--- config.mk ---
export PLATFORM = sky130hd
export DESIGN_NAME = dma_read_top
export DESIGN_NICKNAME = d
export VERILOG_FILES = /design/src/hdl/dma_pkg.sv /design/src/hdl/dma_read_fetch.sv /design/src/hdl/dma_word_fifo.sv /design/src/hdl/dma_noc_packetizer.sv /design/src/hdl/dma_read_top.sv
export SDC_FILE = /design/constraint.sdc
export NUM_CORES = 1
export LEC_CHECK = 0
export BUFFER_PORTS_ARGS = -buffer_cell sky130_fd_sc_hd__buf_2
export CORE_MARGIN = 4
export CORE_UTILIZATION = 40
export CTS_CLUSTER_DIAMETER = 30
export CTS_CLUSTER_SIZE = 30
export DETAILED_ROUTE_END_ITERATION = 16
export HOLD_SLACK_MARGIN = 0.1
export PLACE_DENSITY = 0.71
export SLEW_MARGIN = 20
export SYNTH_ARGS = -nofsm -noshare
export SYNTH_HDL_FRONTEND = slang
export SYNTH_SLANG_ARGS = --single-unit
export TNS_END_PERCENT = 50
--- constraint.sdc ---
create_clock -name clk -period 5.8 [get_ports clk]
set_clock_uncertainty 0.1 [all_clocks]
set_input_delay 1.16 -clock clk [delete_from_list [all_inputs] [get_ports clk]]
set_output_delay 1.16 -clock clk [all_outputs]
set_load 0.02 [all_outputs]
--- src/hdl/dma_pkg.sv ---
//////////////////////////////////////////////////
// DMA read path shared definitions
// Word and size widths, bus burst codes, packet
// class and the network flit layout
//////////////////////////////////////////////////

package dma_pkg;

  //////////////////////////////////////////////////
  // Widths
  //////////////////////////////////////////////////

  // Memory word and network flit share one width
  localparam int DMA_DATA_WIDTH = 32;

  // Request size counts words, 1 to 255
  localparam int DMA_SIZE_WIDTH = 8;

  // Network node id width
  localparam int DMA_ID_WIDTH = 5;

  //////////////////////////////////////////////////
  // Bus burst codes
  //////////////////////////////////////////////////

  // Incrementing burst continues after this beat
  localparam logic [2:0] BURST_INCR = 3'b010;
  // This beat terminates the burst
  localparam logic [2:0] BURST_END  = 3'b111;

  // Packet class carried by every DMA data header
  localparam logic [2:0] DMA_CLASS_DMA_DATA = 3'b010;

  //////////////////////////////////////////////////
  // Flit layout
  //////////////////////////////////////////////////

  // Header view, top bit first
  typedef struct packed {
    logic [DMA_ID_WIDTH-1:0]   dest;
    logic [DMA_ID_WIDTH-1:0]   src;
    logic [2:0]                pkt_class;
    logic [DMA_SIZE_WIDTH-1:0] size;
    logic [10:0]               reserved;
  } dma_hdr_t;

  // One flit word, read as header or as raw payload
  typedef union packed {
    dma_hdr_t                  hdr;
    logic [DMA_DATA_WIDTH-1:0] payload;
  } dma_flit_t;

endpackage

--- src/hdl/dma_read_fetch.sv ---
//////////////////////////////////////////////////
// DMA read fetch
// Issues incrementing read bursts on the local
// memory bus and pushes each returned word
//////////////////////////////////////////////////

`timescale 1ns/1ps

module dma_read_fetch
  import dma_pkg::*;
#(
  parameter int ADDR_WIDTH = 32
) (
  input  logic                      clk,
  input  logic                      rst,
  input  logic                      req_start,
  input  logic [DMA_SIZE_WIDTH-1:0] req_size,
  input  logic [ADDR_WIDTH-1:0]     req_laddr,
  input  logic [DMA_DATA_WIDTH-1:0] bus_rdata,
  input  logic                      bus_ready,
  input  logic                      fifo_ready,
  output logic                      bus_sel,
  output logic                      bus_lock,
  output logic [ADDR_WIDTH-1:0]     bus_addr,
  output logic [2:0]                bus_burst,
  output logic                      push,
  output logic [DMA_DATA_WIDTH-1:0] push_data
);

  //////////////////////////////////////////////////
  // State and counters
  //////////////////////////////////////////////////

  localparam logic [1:0] ST_IDLE = 2'd0;
  localparam logic [1:0] ST_DATA = 2'd1;
  localparam logic [1:0] ST_WAIT = 2'd2;

  logic [1:0]                state;
  logic [1:0]                state_nxt;

  // Words completed so far in this request
  logic [DMA_SIZE_WIDTH-1:0] word_cnt;
  logic [DMA_SIZE_WIDTH-1:0] word_cnt_nxt;

  // Request fields captured at start
  logic [DMA_SIZE_WIDTH-1:0] size_q;
  logic [ADDR_WIDTH-1:0]     laddr_q;

  logic                      last_word;

  //////////////////////////////////////////////////
  // Bus side
  //////////////////////////////////////////////////

  // Current beat is the final word of the request
  assign last_word = (word_cnt == size_q - 1'b1);

  // Select and lock stay up for the whole burst
  assign bus_sel  = (state == ST_DATA);
  assign bus_lock = bus_sel;

  // Word counter scaled to a byte offset
  assign bus_addr = laddr_q + (ADDR_WIDTH'(word_cnt) << 2);

  // Terminate on the last word or when the FIFO nears full
  assign bus_burst = (last_word | ~fifo_ready) ? BURST_END : BURST_INCR;

  // A completed beat goes straight into the FIFO
  assign push      = bus_sel & bus_ready;
  assign push_data = bus_rdata;

  //////////////////////////////////////////////////
  // Next state
  //////////////////////////////////////////////////

  always_comb begin
    state_nxt    = state;
    word_cnt_nxt = word_cnt;

    case (state)
      ST_IDLE: begin
        // Start each request from word zero
        word_cnt_nxt = '0;
        if (req_start) begin
          state_nxt = ST_DATA;
        end
      end
      ST_DATA: begin
        if (push) begin
          word_cnt_nxt = word_cnt + 1'b1;
          if (last_word) begin
            state_nxt = ST_IDLE;
          end else if (!fifo_ready) begin
            // Burst was ended, hold off until space frees up
            state_nxt = ST_WAIT;
          end
        end
      end
      ST_WAIT: begin
        // Restart an incrementing burst at the next word
        if (fifo_ready) begin
          state_nxt = ST_DATA;
        end
      end
      default: begin
        state_nxt = ST_IDLE;
      end
    endcase
  end

  always_ff @(posedge clk) begin
    if (rst) begin
      state    <= ST_IDLE;
      word_cnt <= '0;
    end else begin
      state    <= state_nxt;
      word_cnt <= word_cnt_nxt;
    end
  end

  // Capture size and base address on an accepted start
  always_ff @(posedge clk) begin
    if (state == ST_IDLE && req_start) begin
      size_q  <= req_size;
      laddr_q <= req_laddr;
    end
  end

endmodule

--- src/hdl/dma_word_fifo.sv ---
//////////////////////////////////////////////////
// DMA word FIFO
// Three-entry shift FIFO with registered head
// and a high-water ready flag
//////////////////////////////////////////////////

`timescale 1ns/1ps

module dma_word_fifo
  import dma_pkg::*;
(
  input  logic                      clk,
  input  logic                      rst,
  input  logic                      push,
  input  logic [DMA_DATA_WIDTH-1:0] push_data,
  input  logic                      pop,
  output logic [DMA_DATA_WIDTH-1:0] fifo_data,
  output logic                      fifo_empty,
  output logic                      fifo_ready
);

  // Storage, entry zero is always the head
  logic [DMA_DATA_WIDTH-1:0] mem [0:2];

  // One-hot write position
  // bit 0 means empty, bit 3 means all three held
  logic [3:0]                pos;

  assign fifo_data  = mem[0];
  assign fifo_empty = pos[0];

  // High-water mark at two entries
  // leaves room for the beat already in flight
  assign fifo_ready = ~|pos[3:2];

  // Position moves only on push without pop or pop without push
  always_ff @(posedge clk) begin
    if (rst) begin
      pos <= 4'b0001;
    end else if (push && !pop) begin
      pos <= pos << 1;
    end else if (!push && pop) begin
      pos <= pos >> 1;
    end
  end

  // Shift-down storage
  always_ff @(posedge clk) begin
    for (int i = 0; i < 3; i++) begin
      if (pop) begin
        // Push lands one slot below its old position
        if (push && pos[i+1]) begin
          mem[i] <= push_data;
        end else if (i < 2) begin
          mem[i] <= mem[i+1];
        end
      end else if (push && pos[i]) begin
        mem[i] <= push_data;
      end
    end
  end

endmodule

--- src/hdl/dma_noc_packetizer.sv ---
//////////////////////////////////////////////////
// DMA network packetizer
// Sends one header flit and then the FIFO words
// as payload flits, marking the last one
//////////////////////////////////////////////////

`timescale 1ns/1ps

module dma_read_packetizer
  import dma_pkg::*;
#(
  parameter int SRC_ID = 3
) (
  input  logic                      clk,
  input  logic                      rst,
  input  logic                      req_start,
  input  logic [DMA_SIZE_WIDTH-1:0] req_size,
  input  logic [DMA_ID_WIDTH-1:0]   req_dest,
  input  logic [DMA_DATA_WIDTH-1:0] fifo_data,
  input  logic                      fifo_empty,
  input  logic                      noc_ready,
  output logic                      pop,
  output logic                      noc_valid,
  output dma_flit_t                 noc_flit,
  output logic                      noc_last,
  output logic                      busy
);

  localparam logic [1:0] ST_IDLE    = 2'd0;
  localparam logic [1:0] ST_HDR     = 2'd1;
  localparam logic [1:0] ST_PAYLOAD = 2'd2;

  logic [1:0]                state;

  // Payload flits already sent
  logic [DMA_SIZE_WIDTH-1:0] flit_cnt;

  // Request fields held for the packet
  logic [DMA_SIZE_WIDTH-1:0] size_q;
  logic [DMA_ID_WIDTH-1:0]   dest_q;

  logic                      in_payload;
  logic                      last_flit;
  dma_hdr_t                  hdr;

  //////////////////////////////////////////////////
  // Handshake
  //////////////////////////////////////////////////

  assign in_payload = (state == ST_PAYLOAD);
  assign last_flit  = (flit_cnt == size_q - 1'b1);
  assign busy       = (state != ST_IDLE);

  // Header is always ready, payload waits for a word
  assign noc_valid = (state == ST_HDR) | (in_payload & ~fifo_empty);
  assign noc_last  = in_payload & ~fifo_empty & last_flit;

  // Head word leaves the FIFO on each payload transfer
  assign pop = in_payload & ~fifo_empty & noc_ready;

  //////////////////////////////////////////////////
  // Flit word
  //////////////////////////////////////////////////

  always_comb begin
    hdr           = '0;
    hdr.dest      = dest_q;
    hdr.src       = DMA_ID_WIDTH'(SRC_ID);
    hdr.pkt_class = DMA_CLASS_DMA_DATA;
    hdr.size      = size_q;
    hdr.reserved  = '0;

    // Payload is taken straight from the FIFO head
    if (state == ST_HDR) begin
      noc_flit.hdr = hdr;
    end else begin
      noc_flit.payload = fifo_data;
    end
  end

  //////////////////////////////////////////////////
  // Packet FSM
  //////////////////////////////////////////////////

  always_ff @(posedge clk) begin
    if (rst) begin
      state    <= ST_IDLE;
      flit_cnt <= '0;
    end else begin
      case (state)
        ST_IDLE: begin
          flit_cnt <= '0;
          if (req_start) begin
            state <= ST_HDR;
          end
        end
        ST_HDR: begin
          if (noc_ready) begin
            state <= ST_PAYLOAD;
          end
        end
        ST_PAYLOAD: begin
          if (pop) begin
            flit_cnt <= flit_cnt + 1'b1;
            if (last_flit) begin
              state <= ST_IDLE;
            end
          end
        end
        default: begin
          state <= ST_IDLE;
        end
      endcase
    end
  end

  // Latch size and destination with the start pulse
  always_ff @(posedge clk) begin
    if (state == ST_IDLE && req_start) begin
      size_q <= req_size;
      dest_q <= req_dest;
    end
  end

endmodule

--- src/hdl/dma_read_top.sv ---
//////////////////////////////////////////////////
// DMA read initiator top
// Bus fetch, word FIFO and network packetizer
//////////////////////////////////////////////////

`timescale 1ns/1ps

module dma_read_top
  import dma_pkg::*;
#(
  parameter int ADDR_WIDTH = 32,
  parameter int SRC_ID     = 3
) (
  input  logic                      clk,
  input  logic                      rst,
  input  logic                      req_start,
  input  logic [DMA_SIZE_WIDTH-1:0] req_size,
  input  logic [ADDR_WIDTH-1:0]     req_laddr,
  input  logic [DMA_ID_WIDTH-1:0]   req_dest,
  input  logic [DMA_DATA_WIDTH-1:0] bus_rdata,
  input  logic                      bus_ready,
  input  logic                      noc_ready,
  output logic                      bus_sel,
  output logic                      bus_lock,
  output logic [ADDR_WIDTH-1:0]     bus_addr,
  output logic [2:0]                bus_burst,
  output logic                      noc_valid,
  output dma_flit_t                 noc_flit,
  output logic                      noc_last,
  output logic                      busy
);

  // Fetch to FIFO
  logic                      push;
  logic [DMA_DATA_WIDTH-1:0] push_data;
  logic                      fifo_ready;

  // FIFO to packetizer
  logic                      pop;
  logic [DMA_DATA_WIDTH-1:0] fifo_data;
  logic                      fifo_empty;

  dma_read_fetch #(
    .ADDR_WIDTH (ADDR_WIDTH)
  ) u_fetch (
    .clk        (clk),
    .rst        (rst),
    .req_start  (req_start),
    .req_size   (req_size),
    .req_laddr  (req_laddr),
    .bus_rdata  (bus_rdata),
    .bus_ready  (bus_ready),
    .fifo_ready (fifo_ready),
    .bus_sel    (bus_sel),
    .bus_lock   (bus_lock),
    .bus_addr   (bus_addr),
    .bus_burst  (bus_burst),
    .push       (push),
    .push_data  (push_data)
  );

  dma_word_fifo u_fifo (
    .clk        (clk),
    .rst        (rst),
    .push       (push),
    .push_data  (push_data),
    .pop        (pop),
    .fifo_data  (fifo_data),
    .fifo_empty (fifo_empty),
    .fifo_ready (fifo_ready)
  );

  dma_read_packetizer #(
    .SRC_ID (SRC_ID)
  ) u_packetizer (
    .clk        (clk),
    .rst        (rst),
    .req_start  (req_start),
    .req_size   (req_size),
    .req_dest   (req_dest),
    .fifo_data  (fifo_data),
    .fifo_empty (fifo_empty),
    .noc_ready  (noc_ready),
    .pop        (pop),
    .noc_valid  (noc_valid),
    .noc_flit   (noc_flit),
    .noc_last   (noc_last),
    .busy       (busy)
  );

endmodule

# Word-level counts from Yosys, hierarchy flattened
# Memories as Yosys holds them, arrays and structs flattened.
# Cells that the tools add are included.
op_classes:
  n_addsub: 5
  n_eq_ne: 14
  n_mux: 45
  bitwise_logic: 12
  n_reduce_logical: 21
op_table:
  columns: ["cell", "n"]
  rows:
  - ["$mux 32", 6]
  - ["$add 32x10->32", 1]
  - ["$pmux 8 s2", 2]
  - ["$mux 1", 22]
  - ["$add 8x1->8 const B", 2]
  - ["$eq 8x8->1", 2]
  - ["$mux 2", 8]
  - ["$mux 8", 2]
  - ["$sub 8x1->8 const B", 2]
  - ["$ne 2x2->1 const B", 6]
  - ["$pmux 2 s3", 2]
  - ["$logic_and 1x1->1", 8]
  - ["$mux 4", 2]
  - ["$reduce_and 4->1", 2]
  - ["$reduce_bool 2->1", 4]
  - ["$or 1x1->1", 7]
  - ["$and 1x1->1", 4]
  - ["$eq 2x1->1 const B", 2]
  - ["$eq 2x2->1 const B", 2]
  - ["$logic_not 2->1", 2]
  - ["$reduce_and 2->1", 2]
  - ["$mux 3", 1]
  - ["$ne 3x3->1 const B", 1]
  - ["$logic_not 1->1", 2]
  - ["other kinds (3)", 3]
totals:
  reg_bits: 77
  ramBits: 96
  input_bits: 82
  word_cells: 107
  memories: 1
memory_table:
  columns: ["name", "depth", "word_bits", "read_ports", "rd_clocked_by_memory_dff", "wr", "line", "source"]
  rows:
  - ["u_fifo.mem", 3, 32, 3, 0, 3, "dma_word_fifo.sv:23", "logic [DMA_DATA_WIDTH-1:0] mem [0:2];"]

# Longest topological paths before layout
# Gate-level depths: netlist of the first run.
logic_depth:
  ltp_word: 8
  mapped_depth: 9

# Cells and area by module
# Synthesis of the first run repeated with hierarchy kept, for this count alone.
unflattened:
  cells_unflattened: 615
  area_unflattened_um2: 8557.0
modules_own_cells:
  columns: ["module", "n_inst", "cells_each", "area_per_inst_um2", "seq_area_each_um2"]
  rows:
  - ["dma_word_fifo", 1, 194, 4149.0, 2962.8]
  - ["dma_read_fetch", 1, 275, 2995.4, 1401.3]
  - ["dma_read_packetizer", 1, 146, 1412.6, 590.6]

# Worst setup path before layout of the first run
# No wires, ideal clock.
synth_path:
  path_kind: "input to register"
  from: "in req_start"
  to: "reg u_fetch.laddr_q[0], enable pin"
  setup_time_ns: 0.495
  arrival_time_ns: 4.095
  t_required_ns: 5.205
  setup_slack_ns: 1.109
  cell_stages: 1
  n_path_buf: 0
  path_cell_list: "nor3b_1"
synth_between:
  elab_chain_cells: 1
synth_lines:
  columns: ["element", "line", "source"]
  rows:
  - ["from (decl)", "dma_read_top.sv:16", "input logic req_start,"]
  - ["$logic_and 1x1->1", "dma_read_fetch.sv:123", "if (state == ST_IDLE && req_start) begin"]
  - ["to (signal assigned)", "dma_read_fetch.sv:125", "laddr_q <= req_laddr;"]
  - ["to (decl)", "dma_read_fetch.sv:47", "logic [ADDR_WIDTH-1:0] laddr_q;"]
# No other way between the ends.
# A chain may end at the register's enable or synchronous reset.

# Final worst setup path of the first run
layout_path:
  from: "reg u_fetch.word_cnt[0]"
  to: "out bus_addr[22]"
layout_between:
  elab_chain_cells: 1
layout_lines:
  columns: ["element", "line", "source"]
  rows:
  - ["from (decl)", "dma_read_fetch.sv:42", "logic [DMA_SIZE_WIDTH-1:0] word_cnt;"]
  - ["from (signal assigned)", "dma_read_fetch.sv:117", "word_cnt <= word_cnt_nxt;"]
  - ["$add 32x10->32", "dma_read_fetch.sv:63", "assign bus_addr = laddr_q + (ADDR_WIDTH'(word_cnt) << 2);"]
  - ["to (decl)", "dma_read_top.sv:25", "output logic [ADDR_WIDTH-1:0] bus_addr,"]
# No other way between the ends.

==> impl_metrics.json, run 1 <==
{
  "status": "completed",
  "grtUsageTotal_pct": 14.1,
  "cap_viol_max_count": 0,
  "ys_warn_count": 0,
  "path_delay_family": "adder cells",
  "hold_viol_final": 0,
  "num_io_pins": 154,
  "dieArea_um2": 22900,
  "grt.overflow.total": 0,
  "antenna_found_initial": 0,
  "syn_nets": 684,
  "cp-end-kind": "output port",
  "tightest_slew_ps": 975,
  "synth_edf_count": 149,
  "power-per-cell-area_nw_per_um2": 299,
  "place_ws_ps": 2160,
  "core_um2": 20200,
  "cts_resized": 0,
  "ant_nets": 0,
  "via_per_inst": 4.96,
  "synth_area_um2": 8210,
  "synth_area_leaders": "edfxtp_1 55%, dfxtp_1 5.9%, mux2_4 5.5%",
  "die_h_um": 151,
  "path_buf_inv": 2,
  "start_kind": "flop",
  "period_share_pct": 70.3,
  "drive_gt1_share_pct": 32.4,
  "start_util_pct": 40.6,
  "critPathKind": "flop to output port",
  "grt_start_max_net_pins": 35,
  "drtIter0Drc": 212,
  "crit_chain": "ha_1 -> inv_1 -> fa_1 -> nor2b_1 -> o21ai_1 -> a21boi_2 -> o311ai_4 -> nor3_1 -> xor2_1 -> buf_2",
  "drc": 0,
  "hp-class": "flop to flop",
  "post_cts_buffers": 0,
  "ctsLongestPathBuffers": 2,
  "post_drt_wl_per_cell_um": 15.9,
  "slowest_stage": "dfxtp_1",
  "finalCriticalPeriod_ps": 4080,
  "worst_skew_pair.late_latency_ps": 410,
  "leakage_nw": 3.85,
  "ys_seq_area_share_pct": 60.4,
  "fill_cells": 1764,
  "cts.htree.levels": 4,
  "synth_top_area_share_pct": 54.5,
  "worst-path-max-fanout": 10,
  "vdd_ir_drop_max_mv": 0.164,
  "synth_cell_types": 59,
  "critPathMaxStageDelay_ps": 430,
  "wirelength_um": 16200,
  "numCtsBuffers": 17,
  "setup_ws_ps": 1720,
  "synth_top_area_cell": "edfxtp_1",
  "die_width_um": 151,
  "synth.avg_cell_area_um2": 14.0,
  "num_rows": 52,
  "port_buffers": 152,
  "fmax_ghz": 0.245,
  "slew_violations": 0,
  "gp_congestion": 0.793,
  "setup_viol": 0,
  "grt_pass1_vias": 4783,
  "dr.pass1.iters": 5,
  "grt_pass1_wl_um": 25000,
  "ys.flop_type": "edfxtp_1",
  "slew_headroom_pct": 34.8,
  "dp_hpwl_um": 11500,
  "whs_ps": 420,
  "critPathArrivalTime_ps": 2820,
  "cts_tree": "built",
  "via_count": 5074,
  "rsz0062_at_grt": "no",
  "clockRootBuffer": "clkbuf_16",
  "cts_sinks": 173,
  "clkTransAtPathRegs_ps": 70,
  "synthCells": 588,
  "ys_seq_elements": 173,
  "holdBufCountCts": 0,
  "worstPathRequired_ps": 4540,
  "final_nets": 834,
  "async_flop_share_pct": 0,
  "area_growth_pct": 18.7,
  "setup_tns_ps": 0
}
-- metrics by stage --
| stage | cell area, um^2 | instances | power [mW] | utilization [%] |
|---|---|---|---|---|
| floorplan | 8210 | 588 | 1.72 | - |
| global placement | 9180 | 989 | 1.84 | 45.4 |
| detailed placement | 9180 | 989 | 1.85 | 45.4 |
| CTS | 9750 | 1021 | 2.95 | 48.2 |
| global route | 9750 | 1021 | 3.04 | 48.2 |
| finish | 9750 | 1022 | 2.91 | 48.2 |
-- synthesized netlist by cell type (all sizes together) (2+ instances only) --
master and n:
a31oi 4, a22o 2, o211ai 4, a211o 2
nand2 29, and2 20, o21ai 15, nand3 7
a22oi 2, nor3b 3, nor3 8, nor2b 2
xor2 21, nor4 6, and4 3, o22ai 2
mux2i 4, a21o 8, or3 3, ha 13
nand4 17, buf 14, nand2b 13, o21a 4
xnor2 30, nor2 41, clkbuf 11, mux2 78
inv 15, edfxtp 149, a21oi 13, and3 7
dfxtp 24
-- sequential cells by signal, summed over array words and instances, names as in the netlist --
name,flops
u_fetch.word_cnt,8
u_fetch.size_q,8
u_fetch.laddr_q,32
u_packetizer.dest_q,5
u_fifo.pos,4
u_packetizer.state,2
u_fetch.state,2
u_packetizer.size_q,8
u_fifo.mem,96
u_packetizer.flit_cnt,8
-- cells in the final DEF, fill, tap and decap left out, types with 6 or more instances in the layout --
cell,n
clkbuf_16,17
xnor2_1,30
inv_8,6
nor2_1,39
edfxtp_1,149
mux2_2,12
xor2_1,21
nand3_1,7
mux2_4,30
a21o_1,7
nor4_1,6
ha_1,13
inv_1,14
a21oi_1,13
o21ai_0,11
nand4_1,16
buf_2,152
and3_1,7
and2_1,20
nand2b_1,11
nand2_1,28
dfxtp_1,24
mux2_1,36
nor3_1,7
-- worst min-delay path, stage by stage (launching register included) --
cell	delay, ps
dfxtp_1	340
nand2b_1	70
o21ai_0	60
-- metal layers --
layer / part of all wire, % / wire length [um] / track usage, %
met5: 0 / 0 / 0
met4: 0.90 / 146 / 3.58
met3: 8.3 / 1350 / 4.58
met2: 46 / 7490 / 22.7
met1: 45 / 7260 / 18.6
-- final cells by class --
cell class	count	area [um^2]	area share, %
multi-input cells	374	3020	31.0
clock inverters	15	144	1.48
inverters	16	73.8	0.757
well taps	270	338	3.47
diodes	1	2.50	0.0257
clock buffers	17	425	4.36
repair buffers	156	791	8.11
flip-flops and latches	173	4950	50.8
-- cell families after synthesis --
| family | count (synthesis) | synth area share, % |
|---|---|---|
| AO/OA/AOI/OAI | 62 | 5.21 |
| flip-flops | 173 | 60.4 |
| multiplexers | 82 | 12.6 |
| other | 1 | 0.0457 |
| AND/OR/NAND/NOR | 164 | 11.1 |
| XOR/XNOR | 51 | 5.44 |
| adder cells (fa/ha/maj) | 14 | 2.23 |
| buffers and inverters | 41 | 3.02 |
-- report_power, final --
group | switching [mW] | internal, mW
clock | 0.524 | 0.574
combinational | 0.210 | 0.150
sequential | 0.0355 | 1.42
-- worst paths after layout --
check / end / slack (ps) / cells after the start / from
hold / removal: u_fifo.pos[0] / 420 / 2 / u_fifo.pos[1]
setup / recovery: bus_addr[22] / 1720 / 10 / u_fetch.word_cnt[0]
hold reg to reg: u_fifo.pos[0] / 420 / 2 / u_fifo.pos[1]
setup reg to reg: u_fifo.mem[0][0] / 3020 / 6 / u_fetch.state[0]
Power figures use the tool's default switching activity.
==> run 2, diff against run 1 <==
--- a/config.mk
+++ b/config.mk
@@ -12,7 +12,7 @@
 export CTS_CLUSTER_SIZE = 30
 export DETAILED_ROUTE_END_ITERATION = 16
 export HOLD_SLACK_MARGIN = 0.1
-export PLACE_DENSITY = 0.71
+export PLACE_DENSITY = 0.73
 export SLEW_MARGIN = 20
 export SYNTH_ARGS = -nofsm -noshare
 export SYNTH_HDL_FRONTEND = slang
==> constraint.sdc (replaced) <==
create_clock -name clk -period 3.69 [get_ports clk]
set_clock_uncertainty 0.1 [all_clocks]
set_input_delay 0.738 -clock clk [delete_from_list [all_inputs] [get_ports clk]]
set_output_delay 0.738 -clock clk [all_outputs]
set_load 0.02 [all_outputs]
==> run 2 against run 1 <==
Effect of this change:
- sequential power increased by 58%
- utilization increased by 0.46 points
- count of clock-buffer cells in the layout increased by 2
- total power increased by 60%
- largest power group unchanged
==> impl_metrics.json, run 2 (synthesis results as in run 1) <==
{
  "dieArea_um2": 22900,
  "vdd_ir_drop_max_mv": 0.396,
  "port_buffers": 152,
  "slew_headroom_pct": 50.0,
  "worst_skew_pair.late_latency_ps": 420,
  "min_to": "u_fetch.laddr_q[24]",
  "worst-path-max-fanout": 10,
  "tightest_slew_ps": 750,
  "r2r_start": "u_fetch.state[0]",
  "antenna_found_initial": 0,
  "reg2reg_depth": 6,
  "holdBufCountCts": 0,
  "grt_start_max_net_pins": 34,
  "dp_hpwl_um": 11900,
  "ctsLongestPathBuffers": 2,
  "critPathKind": "flop to output port",
  "via_per_inst": 4.94,
  "top_register": "u_fifo.mem",
  "hold_viol_final": 0,
  "post_drt_wl_per_cell_um": 16.5,
  "start_kind": "flop",
  "critPathArrivalTime_ps": 2660,
  "die_h_um": 151,
  "most-common-layout-cells": "152 x buf_2, 149 x edfxtp_1, 39 x nor2_1",
  "n_antenna_cell": 0,
  "layout_commonest_cell": "buf_2",
  "numCtsBuffers": 17,
  "hp-class": "primary input to flop",
  "grt_pass1_wl_um": 26500,
  "fill_cells": 1766,
  "drive_gt1_share_pct": 32.5,
  "ff2ff_setup_slack_ps": 800,
  "top_regs": "u_fifo.mem (96), u_fetch.laddr_q (32)",
  "rr_endpoint": "u_fifo.mem[0][31]",
  "slew_violations": 0,
  "leakage_nw": 3.89,
  "clockRootBuffer": "clkbuf_16",
  "min_path_cells": 1,
  "num_rows": 52,
  "core_um2": 20200,
  "instances_no_fill": 1026,
  "cts_tree": "built",
  "power-per-cell-area_nw_per_um2": 473,
  "drc": 0,
  "largest_reg_flops": 96,
  "dr.pass1.iters": 4,
  "cts.htree.levels": 4,
  "worstPathRequired_ps": 2850,
  "cp-end-kind": "output port",
  "die_width_um": 151,
  "status": "completed",
  "hold_start": "req_laddr[24]",
  "area_growth_pct": 19.9,
  "gp_congestion": 0.803,
  "drtIter0Drc": 275,
  "wirelength_um": 16900,
  "setup.worst_path.start": "u_fetch.word_cnt[0]",
  "final_nets": 839,
  "cap_viol_max_count": 0,
  "grtUsageTotal_pct": 15.1,
  "via_count": 5068,
  "rsz0062_at_grt": "no",
  "grt.overflow.total": 0,
  "clkTransAtPathRegs_ps": 70,
  "start_util_pct": 40.6,
  "setup_viol": 0,
  "ant_nets": 0,
  "fmax_ghz": 0.286,
  "period_share_pct": 94.7,
  "setup_tns_ps": 0,
  "num_io_pins": 154,
  "dp.cells": 992,
  "cts_sinks": 173,
  "finalCriticalPeriod_ps": 3490,
  "grt_pass1_vias": 5003
}
==> run 2: per-stage QoR <==
| step | hold WS [ps] | util, % | setup WS (ps) | cell area [um^2] | power (mW) |
|---|---|---|---|---|---|
| floorplan | 375 | - | 409 | 8210 | 2.70 |
| global placement | 386 | 45.6 | 556 | 9230 | 2.90 |
| detailed placement | 402 | 45.6 | 501 | 9230 | 2.91 |
| CTS | 359 | 48.5 | 51.1 | 9810 | 4.72 |
| global route | 356 | 48.6 | 19.4 | 9840 | 4.86 |
| finish | 389 | 48.6 | 195 | 9840 | 4.66 |
==> run 2: worst max path at each step <==
stage,endpoint,slack (ps)
finish,bus_addr[22],200
global route,bus_addr[22],20
CTS,bus_addr[22],50
detailed placement,bus_addr[22],500
global placement,bus_addr[22],560
floorplan,u_fifo.mem[2][0],410
==> run 2: power by group <==
| group | switching, mW | leakage [nW] | internal [mW] |
|---|---|---|---|
| Combinational | 0.335 | 2.04 | 0.241 |
| Clock | 0.779 | 0.282 | 1.01 |
| Sequential | 0.0560 | 1.57 | 2.23 |
==> run 2: cell type report <==
cell class | count | area, um^2 | share of cell area [%]
tap | 270 | 338 | 3.43
timing repair buffer | 161 | 866 | 8.80
inverter | 16 | 73.8 | 0.750
sequential | 173 | 4960 | 50.4
clock buffer | 19 | 433 | 4.40
clock inverter | 13 | 150 | 1.53
multi-input combinational | 374 | 3030 | 30.7
==> run 2: timing repair <==
item | in CTS | in global routing
setup endpoints to repair | 0 | 9
resized for setup | 0 | 1
endpoints found under the hold margin | 0 | 0
setup buffers | 0 | 2
==> run 2: worst max-delay path, stage by stage (launching register included) <==
cell and delay, ps:
dfxtp_2 380, ha_1 170, inv_1 50, fa_1 400, nor2b_1 120, o21ai_1 90
a21boi_2 200, o311ai_4 120, buf_12 160, nor3_1 210, xor2_1 150, buf_2 170
==> run 2: per-layer routing <==
layer  wire (um)  up-vias  global-route usage (%)
met3        1290       14                    5.30
met5           0        -                       0
li1            -     2489                       -
met4         131        0                    3.54
met2        8030      138                    24.2
met1        7450     2427                    19.7
